File: src/rtl/alu_cfg.svh
`ifndef ALU_CFG_SVH
`define ALU_CFG_SVH

// vector register width in bits
`define VLEN 32

// element width of one lane
`define ELEN 8

// lanes per vector register
`define LANES (`VLEN / `ELEN)

// ROB entry index width
`define ROB_TAG_W 4

`endif
File: src/rtl/alu_pkg.sv
`default_nettype none

`include "alu_cfg.svh"

package alu_pkg;

  // whole vector register
  typedef logic [`VLEN-1:0] vreg_t;

  // reorder buffer entry index
  typedef logic [`ROB_TAG_W-1:0] rob_tag_t;

  // alu micro-op opcodes, codes 14 and 15 are illegal
  typedef enum logic [3:0] {
    OP_VADD   = 4'd0,
    OP_VSUB   = 4'd1,
    OP_VRSUB  = 4'd2,
    OP_VSLL   = 4'd3,
    OP_VSRL   = 4'd4,
    OP_VSRA   = 4'd5,
    OP_VMSEQ  = 4'd6,
    OP_VMSNE  = 4'd7,
    OP_VMSLT  = 4'd8,
    OP_VMSLTU = 4'd9,
    OP_VMIN   = 4'd10,
    OP_VMAX   = 4'd11,
    OP_VMERGE = 4'd12,
    OP_VMV    = 4'd13
  } alu_op_e;

  // datapath unit that executes the uop
  typedef enum logic [1:0] {
    UNIT_ADDSUB = 2'd0,
    UNIT_SHIFT  = 2'd1,
    UNIT_MASK   = 2'd2,
    UNIT_OTHER  = 2'd3
  } alu_unit_e;

endpackage

`default_nettype wire

File: src/rtl/alu_unit.sv
`timescale 1ns/1ns
`default_nettype none

`include "alu_cfg.svh"

module alu_unit (
  input  logic              clk,
  input  logic              rst,
  input  logic              uop_valid,
  input  alu_pkg::alu_op_e  uop_op,
  input  alu_pkg::vreg_t    uop_vs1,
  input  alu_pkg::vreg_t    uop_vs2,
  input  logic [`LANES-1:0] uop_v0,
  input  alu_pkg::rob_tag_t uop_tag,
  output logic              result_valid,
  output alu_pkg::rob_tag_t result_tag,
  output alu_pkg::vreg_t    result_data
);
  import alu_pkg::*;

  logic  en_addsub;
  logic  en_shift;
  logic  en_mask;
  logic  en_other;
  vreg_t addsub_data;
  vreg_t shift_data;
  vreg_t mask_data;
  vreg_t other_data;

  // decode, result select and ROB register
  alu_ctrl u_ctrl (
    .clk          (clk),
    .rst          (rst),
    .uop_valid    (uop_valid),
    .uop_op       (uop_op),
    .uop_tag      (uop_tag),
    .addsub_data  (addsub_data),
    .shift_data   (shift_data),
    .mask_data    (mask_data),
    .other_data   (other_data),
    .en_addsub    (en_addsub),
    .en_shift     (en_shift),
    .en_mask      (en_mask),
    .en_other     (en_other),
    .result_valid (result_valid),
    .result_tag   (result_tag),
    .result_data  (result_data)
  );

  alu_addsub u_addsub (
    .en   (en_addsub),
    .op   (uop_op),
    .vs1  (uop_vs1),
    .vs2  (uop_vs2),
    .data (addsub_data)
  );

  alu_shift u_shift (
    .en   (en_shift),
    .op   (uop_op),
    .vs1  (uop_vs1),
    .vs2  (uop_vs2),
    .data (shift_data)
  );

  alu_mask u_mask (
    .en   (en_mask),
    .op   (uop_op),
    .vs1  (uop_vs1),
    .vs2  (uop_vs2),
    .data (mask_data)
  );

  // only this unit looks at v0
  alu_other u_other (
    .en   (en_other),
    .op   (uop_op),
    .vs1  (uop_vs1),
    .vs2  (uop_vs2),
    .v0   (uop_v0),
    .data (other_data)
  );

endmodule

`default_nettype wire

File: src/rtl/alu_ctrl.sv
`timescale 1ns/1ns
`default_nettype none

module alu_ctrl (
  input  logic              clk,
  input  logic              rst,
  input  logic              uop_valid,
  input  alu_pkg::alu_op_e  uop_op,
  input  alu_pkg::rob_tag_t uop_tag,
  input  alu_pkg::vreg_t    addsub_data,
  input  alu_pkg::vreg_t    shift_data,
  input  alu_pkg::vreg_t    mask_data,
  input  alu_pkg::vreg_t    other_data,
  output logic              en_addsub,
  output logic              en_shift,
  output logic              en_mask,
  output logic              en_other,
  output logic              result_valid,
  output alu_pkg::rob_tag_t result_tag,
  output alu_pkg::vreg_t    result_data
);
  import alu_pkg::*;

  alu_unit_e unit_sel;
  logic      op_legal;
  logic      issue;
  vreg_t     sel_data;

  // opcode to unit decode
  always_comb begin
    unit_sel = UNIT_ADDSUB;
    op_legal = 1'b1;
    case (uop_op)
      OP_VADD, OP_VSUB, OP_VRSUB:                unit_sel = UNIT_ADDSUB;
      OP_VSLL, OP_VSRL, OP_VSRA:                 unit_sel = UNIT_SHIFT;
      OP_VMSEQ, OP_VMSNE, OP_VMSLT, OP_VMSLTU:   unit_sel = UNIT_MASK;
      OP_VMIN, OP_VMAX, OP_VMERGE, OP_VMV:       unit_sel = UNIT_OTHER;
      default:                                   op_legal = 1'b0;
    endcase
  end

  assign issue = uop_valid & op_legal;

  // only one unit toggles per uop
  assign en_addsub = issue && (unit_sel == UNIT_ADDSUB);
  assign en_shift  = issue && (unit_sel == UNIT_SHIFT);
  assign en_mask   = issue && (unit_sel == UNIT_MASK);
  assign en_other  = issue && (unit_sel == UNIT_OTHER);

  always_comb begin
    case (unit_sel)
      UNIT_ADDSUB: sel_data = addsub_data;
      UNIT_SHIFT:  sel_data = shift_data;
      UNIT_MASK:   sel_data = mask_data;
      default:     sel_data = other_data;
    endcase
  end

  // submit to ROB one cycle after issue
  always_ff @(posedge clk) begin
    if (rst) begin
      result_valid <= 1'b0;
      result_tag   <= '0;
      result_data  <= '0;
    end else begin
      result_valid <= issue;
      // hold payload on idle cycles
      if (issue) begin
        result_tag  <= uop_tag;
        result_data <= sel_data;
      end
    end
  end

endmodule

`default_nettype wire

File: src/rtl/alu_other.sv
`timescale 1ns/1ns
`default_nettype none

`include "alu_cfg.svh"

module alu_other (
  input  logic              en,
  input  alu_pkg::alu_op_e  op,
  input  alu_pkg::vreg_t    vs1,
  input  alu_pkg::vreg_t    vs2,
  input  logic [`LANES-1:0] v0,
  output alu_pkg::vreg_t    data
);
  import alu_pkg::*;

  vreg_t             opa;
  vreg_t             opb;
  logic [`LANES-1:0] msk;

  assign opa = en ? vs2 : '0;
  assign opb = en ? vs1 : '0;
  assign msk = en ? v0 : '0;

  for (genvar i = 0; i < `LANES; i++) begin : g_lane
    logic [`ELEN-1:0] a;
    logic [`ELEN-1:0] b;
    logic             lt;
    logic [`ELEN-1:0] res;

    assign a = opa[i*`ELEN +: `ELEN];
    assign b = opb[i*`ELEN +: `ELEN];

    // one signed compare serves both min and max
    assign lt = ($signed(a) < $signed(b));

    always_comb begin
      case (op)
        OP_VMIN:   res = lt ? a : b;
        OP_VMAX:   res = lt ? b : a;
        // v0 set picks vs1
        OP_VMERGE: res = msk[i] ? b : a;
        OP_VMV:    res = b;
        default:   res = '0;
      endcase
    end

    assign data[i*`ELEN +: `ELEN] = res;
  end

endmodule

`default_nettype wire

File: src/rtl/alu_mask.sv
`timescale 1ns/1ns
`default_nettype none

`include "alu_cfg.svh"

module alu_mask (
  input  logic             en,
  input  alu_pkg::alu_op_e op,
  input  alu_pkg::vreg_t   vs1,
  input  alu_pkg::vreg_t   vs2,
  output alu_pkg::vreg_t   data
);
  import alu_pkg::*;

  vreg_t              opa;
  vreg_t              opb;
  logic [`LANES-1:0]  bits;

  assign opa = en ? vs2 : '0;
  assign opb = en ? vs1 : '0;

  for (genvar i = 0; i < `LANES; i++) begin : g_lane
    logic [`ELEN-1:0] a;
    logic [`ELEN-1:0] b;
    logic [`ELEN:0]   diff;
    logic             eq;
    logic             ltu;
    logic             lts;
    logic             hit;

    assign a = opa[i*`ELEN +: `ELEN];
    assign b = opb[i*`ELEN +: `ELEN];

    // shared subtractor, borrow out gives the unsigned compare
    assign diff = {1'b0, a} - {1'b0, b};
    assign eq   = (diff[`ELEN-1:0] == '0);
    assign ltu  = diff[`ELEN];
    // signs differ: the negative side is smaller
    assign lts  = (a[`ELEN-1] ^ b[`ELEN-1]) ? a[`ELEN-1] : ltu;

    always_comb begin
      case (op)
        OP_VMSEQ:  hit = eq;
        OP_VMSNE:  hit = ~eq;
        OP_VMSLT:  hit = lts;
        OP_VMSLTU: hit = ltu;
        default:   hit = 1'b0;
      endcase
    end

    // zeroed operands still compare equal, so qualify with en
    assign bits[i] = en & hit;
  end

  always_comb begin
    data = '0;
    data[`LANES-1:0] = bits;
  end

endmodule

`default_nettype wire

File: src/rtl/alu_shift.sv
`timescale 1ns/1ns
`default_nettype none

`include "alu_cfg.svh"

module alu_shift (
  input  logic             en,
  input  alu_pkg::alu_op_e op,
  input  alu_pkg::vreg_t   vs1,
  input  alu_pkg::vreg_t   vs2,
  output alu_pkg::vreg_t   data
);
  import alu_pkg::*;

  localparam int SHW = $clog2(`ELEN);

  vreg_t opa;
  vreg_t opb;
  logic  is_sll;
  logic  is_sra;

  assign opa = en ? vs2 : '0;
  assign opb = en ? vs1 : '0;

  assign is_sll = (op == OP_VSLL);
  assign is_sra = (op == OP_VSRA);

  for (genvar i = 0; i < `LANES; i++) begin : g_lane
    logic [`ELEN-1:0]   src;
    logic [SHW-1:0]     amt;
    logic               fill;
    logic [2*`ELEN-1:0] ext;
    logic [2*`ELEN-1:0] rsh;

    assign src  = opa[i*`ELEN +: `ELEN];
    // only the low bits of the vs1 lane count
    assign amt  = opb[i*`ELEN +: SHW];
    assign fill = is_sra & src[`ELEN-1];

    // srl and sra share one right shifter, sign fill comes from the upper half
    assign ext = {{`ELEN{fill}}, src};
    assign rsh = ext >> amt;

    assign data[i*`ELEN +: `ELEN] = is_sll ? (src << amt) : rsh[`ELEN-1:0];
  end

endmodule

`default_nettype wire

File: src/rtl/alu_addsub.sv
`timescale 1ns/1ns
`default_nettype none

`include "alu_cfg.svh"

module alu_addsub (
  input  logic             en,
  input  alu_pkg::alu_op_e op,
  input  alu_pkg::vreg_t   vs1,
  input  alu_pkg::vreg_t   vs2,
  output alu_pkg::vreg_t   data
);
  import alu_pkg::*;

  vreg_t opa;
  vreg_t opb;
  logic  rev;
  logic  inv;

  // operands stay quiet while the unit is idle
  assign opa = en ? vs2 : '0;
  assign opb = en ? vs1 : '0;

  // vrsub swaps operands, both subtracts invert the subtrahend
  assign rev = en && (op == OP_VRSUB);
  assign inv = en && (op != OP_VADD);

  for (genvar i = 0; i < `LANES; i++) begin : g_lane
    logic [`ELEN-1:0] lhs;
    logic [`ELEN-1:0] rhs;
    logic [`ELEN-1:0] cin;

    assign lhs = rev ? opb[i*`ELEN +: `ELEN] : opa[i*`ELEN +: `ELEN];
    assign rhs = rev ? opa[i*`ELEN +: `ELEN] : opb[i*`ELEN +: `ELEN];
    assign cin = {{(`ELEN-1){1'b0}}, inv};

    // one adder per lane, carry out dropped so lanes wrap
    assign data[i*`ELEN +: `ELEN] = lhs + (rhs ^ {`ELEN{inv}}) + cin;
  end

endmodule

`default_nettype wire

File: config.mk
export PLATFORM = sky130hd
export DESIGN_NAME = alu_unit
export DESIGN_NICKNAME = d
export VERILOG_FILES = /design/src/rtl/alu_pkg.sv /design/src/rtl/alu_unit.sv /design/src/rtl/alu_ctrl.sv /design/src/rtl/alu_other.sv /design/src/rtl/alu_mask.sv /design/src/rtl/alu_shift.sv /design/src/rtl/alu_addsub.sv
export VERILOG_INCLUDE_DIRS = /design/src /design/src/rtl
export SDC_FILE = /design/constraint.sdc
export NUM_CORES = 1
export LEC_CHECK = 0
export BUFFER_PORTS_ARGS = -buffer_cell sky130_fd_sc_hd__buf_2
export CORE_AREA = 4 4 173 342
export CTS_BUF_LIST = sky130_fd_sc_hd__clkbuf_4 sky130_fd_sc_hd__clkbuf_8 sky130_fd_sc_hd__clkbuf_16
export CTS_CLUSTER_SIZE = 25
export DETAILED_ROUTE_END_ITERATION = 12
export DIE_AREA = 0 0 177 346
export PLACE_DENSITY = 0.44
export SETUP_SLACK_MARGIN = 0.15
export SLEW_MARGIN = 20
export SYNTH_ARGS = -nofsm -noshare
export SYNTH_HDL_FRONTEND = slang
export SYNTH_HIERARCHICAL = 1
export SYNTH_SLANG_ARGS = --single-unit
File: constraint.sdc
create_clock -name clk -period 6 [get_ports clk]
set_input_delay 0.3 -clock clk [delete_from_list [all_inputs] [get_ports clk]]
set_output_delay 0.3 -clock clk [all_outputs]
set_load 0.03 [all_outputs]
==> flow_metrics.env, run 1 <==
export IMPL_slew_violations=0
export IMPL_r2r_start="u_ctrl/result_data[14]$_SDFFE_PP0N_"
export IMPL_cts_sinks=37
export IMPL_die_h_um=346
export IMPL_synth_cell_area_mm2=0.01402
export IMPL_cellPowerDensity_mw_per_mm2=106.6
export IMPL_ff2ff_path_depth=2
export IMPL_synth_largest_area_cell="nand2_1"
export IMPL_ioPinCount=116
export IMPL_cp_end_kind="flop"
export IMPL_ys_ff_latch=37
export IMPL_crit_path_top_delay_cell="buf_4"
export IMPL_postPlaceCellArea_mm2=0.01465
export IMPL_slowest_delay_ns=0.55
export IMPL_fillers=6263
export IMPL_synth_area_per_cell_um2=7.182
export IMPL_rsz0062_at_grt="no"
export IMPL_clockBufferDepth=2
export IMPL_r2r_end="u_ctrl/result_data[14]$_SDFFE_PP0N_"
export IMPL_synth_commonest_cells="299 x nand2_1, 138 x a21oi_1, 99 x o21ai_0"
export IMPL_arrival_ns=4.87
export IMPL_drtIter0Drc=1118
export IMPL_dpl_hpwl_mm=44.76
export IMPL_synth_cells=1952
export IMPL_maxCapViolations=0
export IMPL_utilization=0.2623
export IMPL_reg2reg_slack_ns=5.08
export IMPL_fin_setup_tns_ns=0
export IMPL_initial_core_util=0.2482
export IMPL_p_leak_nw=5.747
export IMPL_crit_end="u_ctrl/result_data[8]$_SDFFE_PP0N_"
export IMPL_ys_flop_type="dfxtp_1"
export IMPL_worstMarginPinSlew_ns=1.231
export IMPL_status="finished, final reports clean"
export IMPL_hold_ws_ns=0.2176
export IMPL_cts_tree="built"
export IMPL_place_congestion=0.8786
export IMPL_drt_antenna_violating_nets=0
export IMPL_finalHoldViolCount=0
export IMPL_cts_resized=0
export IMPL_fin_skew_ns=0
export IMPL_synth_top_area_frac=0.08005
export IMPL_max_freq_mhz=215.2
export IMPL_post_cts_buffers=0
export IMPL_setup_violations=0
export IMPL_hold_buffers=0
export IMPL_crit_fanout=54
export IMPL_fin_area_mm2=0.01482
export IMPL_ys_warn_count=6
export IMPL_max_slew_margin_rel=0.1791
export IMPL_grt_max_degree=79
export IMPL_start_kind="primary input"
export IMPL_wl_per_cell_um=22.46
export IMPL_synth_edf_count=0
export IMPL_holdPathStages=3
export IMPL_insertion_delay_ns=0.31
export IMPL_ys_top_cells_by_area="nand2_1 8.0%, ha_1 7.5%, dfxtp_1 5.3%"
export IMPL_grt_pass1_vias=14600
export IMPL_grt_pass1_wl_mm=90.58
export IMPL_core_area_mm2=0.05648
export IMPL_ir_drop_mv=0.09071
export IMPL_vias_per_cell=5.683
export IMPL_layout_drive_gt1_share=0.1450
export IMPL_cp_startpoint="uop_op[2]"
export IMPL_nets=2108
export IMPL_cp_data_required_time_ns=6.22
export IMPL_die_width_um=177
export IMPL_crit_type="in -> reg"
export IMPL_hp_class="in -> reg"
export IMPL_drt_total_wl_mm=60.42
export IMPL_fin_crit_ns=4.648
export IMPL_cts_root_buf="clkbuf_16"
export IMPL_clk_pin_slew_ns=0.07
export IMPL_num_rows=123
export IMPL_via_count=15290
export IMPL_synthToLayoutAreaGrowth_pct=5.676
export IMPL_drt_pass1_iter_count=5
export IMPL_yosysMostFrequentCell="nand2_1"
export IMPL_track_usage=0.1877
export IMPL_htree_levels=2
export IMPL_ys_seq_area_frac=0.05283
export IMPL_synth_cell_types=112
export IMPL_die_area_mm2=0.06124
export IMPL_io_buffer_count=115
export IMPL_path_cells="buf_4 -> xor2_1 -> and3_2 -> buf_4 -> nand2_1 -> ha_1 -> a21oi_1 -> o21ai_2 -> o21ba_1 -> a21oi_2 -> and4_1 -> a221o_1 -> inv_1 -> o211ai_1 -> o211ai_1 -> a221oi_2"
export IMPL_period_share=0.7747
export IMPL_cts_made_buffers=5
export IMPL_drc=0
export IMPL_antenna_found_initial=2
export IMPL_async_flop_share=0
export IMPL_gr_total_overflow=0
## metrics by stage
| step | setup WS [ns] | power [mW] | cells |
|---|---|---|---|
| after floorplan | 1.621 | 0.9942 | 1979 |
| after CTS | 1.435 | 1.587 | 2688 |
| final | 1.352 | 1.580 | 2690 |
| after global placement | 1.198 | 1.251 | 2680 |
| after detailed placement | 1.125 | 1.260 | 2680 |
| after global routing | 1.067 | 1.682 | 2690 |
## worst max-delay path: cells and delay by family
| kind | cells | cell delay, ns |
|---|---|---|
| xor+xnor | 1 | 0.18 |
| buf+inv | 3 | 1.03 |
| simple gates | 3 | 0.85 |
| fa+ha+maj | 1 | 0.35 |
| compound gates | 8 | 2.08 |
## cell type report
cell class                 instances  area, µm²  share of cell area
clock inverter                     1      5.005           0.0003378
multi-input combinational       1667      11870              0.8012
antenna                            2      5.005           0.0003378
tap                              750      938.4             0.06334
timing repair buffer             142      788.3             0.05320
clock buffer                       7      152.6             0.01030
sequential                        37      740.7             0.05000
inverter                          84      315.3             0.02128
## logic make-up after synthesis
| kind of cell | share of synthesized area |
|---|---|
| xor+xnor | 0.02811 |
| buf+inv | 0.1100 |
| flops | 0.05283 |
| mux | 0.1056 |
| fa+ha+maj | 0.08639 |
| simple gates | 0.2490 |
| other cells | 0.0002675 |
| compound gates | 0.3678 |
## state kept, by name (all words and copies together), names as in the netlist
signal,count
u_ctrl/result_data,32
u_ctrl/result_tag,4
u_ctrl/result_valid,1
## cells in the final DEF, fill, tap and decap left out, types with 32 or more instances in the layout
| master | Yosys | routed |
|---|---|---|
| a22oi_1 | 37 | 37 |
| a221oi_2 | 36 | 36 |
| a32o_1 | 32 | 32 |
| mux2i_1 | 71 | 71 |
| buf_2 | 38 | 111 |
| nor2_1 | 94 | 91 |
| nand2_1 | 299 | 299 |
| dfxtp_1 | 37 | 37 |
| ha_1 | 84 | 84 |
| o211ai_1 | 86 | 86 |
| and2_1 | 61 | 61 |
| a21oi_1 | 138 | 138 |
| o21ai_0 | 99 | 99 |
| inv_1 | 82 | 82 |
## routing by layer
layer,share of wire,routed length [µm],vias up,global-route usage
met5,0,0,-,0
met4,0.050,3015,0,0.09183
met3,0.042,2548,118,0.01550
met2,0.50,29970,477,0.3287
met1,0.41,24880,7457,0.2288
li1,-,-,7235,-
## report_power, final
part	leakage (nW)	switching [mW]	internal [mW]
logic	5.36	0.641	0.352
clock network	0.0799	0.139	0.177
registers	0.302	0.0114	0.259
total	5.75	0.792	0.788
## worst min-delay path by stage
stage | from | endpoint | slack [ns]
floorplan | uop_tag[0] | u_ctrl/result_tag[0]$_SDFFE_PP0N_ | 0.44
global placement | u_ctrl/result_tag[2]$_SDFFE_PP0N_ | u_ctrl/result_tag[2]$_SDFFE_PP0N_ | 0.47
detailed placement | u_ctrl/result_tag[1]$_SDFFE_PP0N_ | u_ctrl/result_tag[1]$_SDFFE_PP0N_ | 0.48
CTS | uop_tag[1] | u_ctrl/result_tag[1]$_SDFFE_PP0N_ | 0.21
global route | uop_tag[2] | u_ctrl/result_tag[2]$_SDFFE_PP0N_ | 0.24
finish | uop_tag[1] | u_ctrl/result_tag[1]$_SDFFE_PP0N_ | 0.22
Power figures use the tool's default switching activity.
==> run 2, diff against run 1 <==
- PLACE_DENSITY: 0.44 -> 0.45
- clock period: 6 -> 4.2 ns (I/O delays scaled with it)
==> run 2 against run 1 <==
Effect of this change: sequential cell count did not move; clock skew did not move; via count rose by 2.8%; cell count rose by 1.9%; wire length rose by 5.5%; critical path depth did not move; register-to-register slack got worse by 2.0 ns; clock power rose by 60%; clock-buffer cell count fell by 2; largest power group unchanged; power rose by 51%; non-clock buffer count rose by 51; first-iteration DRC count rose by 11%.
==> flow_metrics.env, run 2 (synthesized netlist as in run 1, its figures left out) <==
export IMPL_drt_antenna_violating_nets=0
export IMPL_p_int_mw=1.199
export IMPL_layout_setup_ws_ns=0.5896
export IMPL_maxCapViolations=0
export IMPL_ir_drop_mv=0.1399
export IMPL_slew_violations=0
export IMPL_track_usage=0.1981
export IMPL_top_regs="u_ctrl/result_data (32), u_ctrl/result_tag (4), u_ctrl/result_valid (1)"
export IMPL_htree_levels=2
export IMPL_die_width_um=177
export IMPL_gr_total_overflow=0
export IMPL_core_area_mm2=0.05648
export IMPL_cp_end_kind="flop"
export IMPL_die_area_mm2=0.06124
export IMPL_antenna_found_initial=2
export IMPL_setup_violations=0
export IMPL_wl_per_cell_um=23.25
export IMPL_p_leak_nw=6.030
export IMPL_final_cell_mix="298 x nand2_1, 138 x a21oi_1, 111 x buf_2"
export IMPL_dp_worst_setup_slack_ns=0.3560
export IMPL_cts_made_buffers=5
export IMPL_max_freq_mhz=277.0
export IMPL_arrival_ns=3.85
export IMPL_hp_class="in -> reg"
export IMPL_cp_data_required_time_ns=4.44
export IMPL_fin_area_mm2=0.01532
export IMPL_nets=2159
export IMPL_cts_resized=0
export IMPL_finalHoldViolCount=0
export IMPL_clockBufferDepth=2
export IMPL_switchingPower_mw=1.183
export IMPL_rsz0062_at_grt="no"
export IMPL_dpl_hpwl_mm=48.41
export IMPL_die_h_um=346
export IMPL_hold_ws_ns=0.1243
export IMPL_initial_core_util=0.2482
export IMPL_drc=0
export IMPL_pwr_share_comb=0.625
export IMPL_fin_cells=2742
export IMPL_holdPathStages=3
export IMPL_period_share=0.8596
export IMPL_place_congestion=0.9159
export IMPL_hold_buffers=0
export IMPL_ff2ff_path_depth=2
export IMPL_start_kind="primary input"
export IMPL_via_count=15720
export IMPL_io_buffer_count=115
export IMPL_fin_crit_ns=3.610
export IMPL_top_register="u_ctrl/result_data"
export IMPL_postPlaceCellArea_mm2=0.01514
export IMPL_switching_share=0.4966
export IMPL_drt_pass1_iter_count=7
export IMPL_cts_sinks=37
export IMPL_largest_reg_flops=32
export IMPL_cellPowerDensity_mw_per_mm2=155.5
export IMPL_num_rows=123
export IMPL_grt_max_degree=113
export IMPL_ioPinCount=116
export IMPL_power_clock_fraction=0.212
export IMPL_post_cts_buffers=0
export IMPL_fin_setup_tns_ns=0
export IMPL_cts_tree="built"
export IMPL_crit_fanout=33
export IMPL_seqPwrFrac=0.163
export IMPL_layout_drive_gt1_share=0.1664
export IMPL_placed_cells=2731
export IMPL_grt_pass1_vias=15590
export IMPL_fin_skew_ns=0
export IMPL_insertion_delay_ns=0.32
export IMPL_vias_per_cell=5.732
export IMPL_cts_root_buf="clkbuf_16"
export IMPL_grt_pass1_wl_mm=94.45
export IMPL_drt_total_wl_mm=63.76
export IMPL_synthToLayoutAreaGrowth_pct=9.255
export IMPL_crit_type="in -> reg"
export IMPL_worstMarginPinSlew_ns=0.9336
export IMPL_status="finished, final reports clean"
export IMPL_final_common_cell="nand2_1"
export IMPL_clk_pin_slew_ns=0.08
export IMPL_drtIter0Drc=1236
export IMPL_max_slew_margin_rel=0.3754
## run 2: power by group through the flow
stage | Sequential [mW] | Combinational, mW | Clock [mW]
floorplan | 0.427 | 0.997 | 0
CTS | 0.389 | 1.47 | 0.523
global placement | 0.396 | 1.45 | 0
global route | 0.391 | 1.60 | 0.522
finish | 0.388 | 1.49 | 0.505
detailed placement | 0.397 | 1.47 | 0
## run 2: cell type report
type,instances,area [µm²]
diodes,3,7.507
clock buffers,5,125.1
clock inverters,3,46.29
fillers,6268,41160
inverters,84,315.3
multi-input cells,1667,11870
flip-flops and latches,37,740.7
well taps,750,938.4
repair buffers,193,1271
## run 2: through the flow
| step | util | power, mW |
|---|---|---|
| 3_3_place_gp | 0.2680 | 1.847 |
| 6_report | 0.2712 | 2.382 |
| 2_1_floorplan | - | 1.425 |
| 5_1_grt | 0.2711 | 2.518 |
| 3_5_place_dp | 0.2680 | 1.865 |
| 4_1_cts | 0.2711 | 2.386 |
## run 2: path summary, 6_finish.rpt
| kind | start | endpoint | slack (ns) |
|---|---|---|---|
| setup reg to reg | u_ctrl/result_data[1]$_SDFFE_PP0N_ | u_ctrl/result_data[1]$_SDFFE_PP0N_ | 3.07 |
| hold reg to reg | u_ctrl/result_data[25]$_SDFFE_PP0N_ | u_ctrl/result_data[25]$_SDFFE_PP0N_ | 0.49 |
| hold / removal | uop_tag[1] | u_ctrl/result_tag[1]$_SDFFE_PP0N_ | 0.12 |
| setup / recovery | uop_op[2] | u_ctrl/result_data[0]$_SDFFE_PP0N_ | 0.59 |
## run 2: worst max-delay path, cell delays in order
cell      delay, ns
buf_4          0.15
xor2_1         0.14
and3_2         0.23
buf_4          0.35
nand2_1        0.10
ha_1           0.34
a211oi_1       0.32
o21ba_2        0.23
a21boi_1       0.40
mux2i_1        0.15
o21ai_0        0.26
a22o_1         0.25
inv_1          0.06
o211ai_1       0.15
o211ai_1       0.17
a221oi_2       0.32
## run 2: routing by layer
| layer | track usage | vias to the layer above | routed length [µm] |
|---|---|---|---|
| met3 | 0.02128 | 170 | 3094 |
| met2 | 0.3569 | 580 | 32150 |
| met4 | 0.1342 | 2 | 4598 |
| li1 | - | 7335 | - |
| met1 | 0.2144 | 7629 | 23900 |
| met5 | 0 | - | 13 |
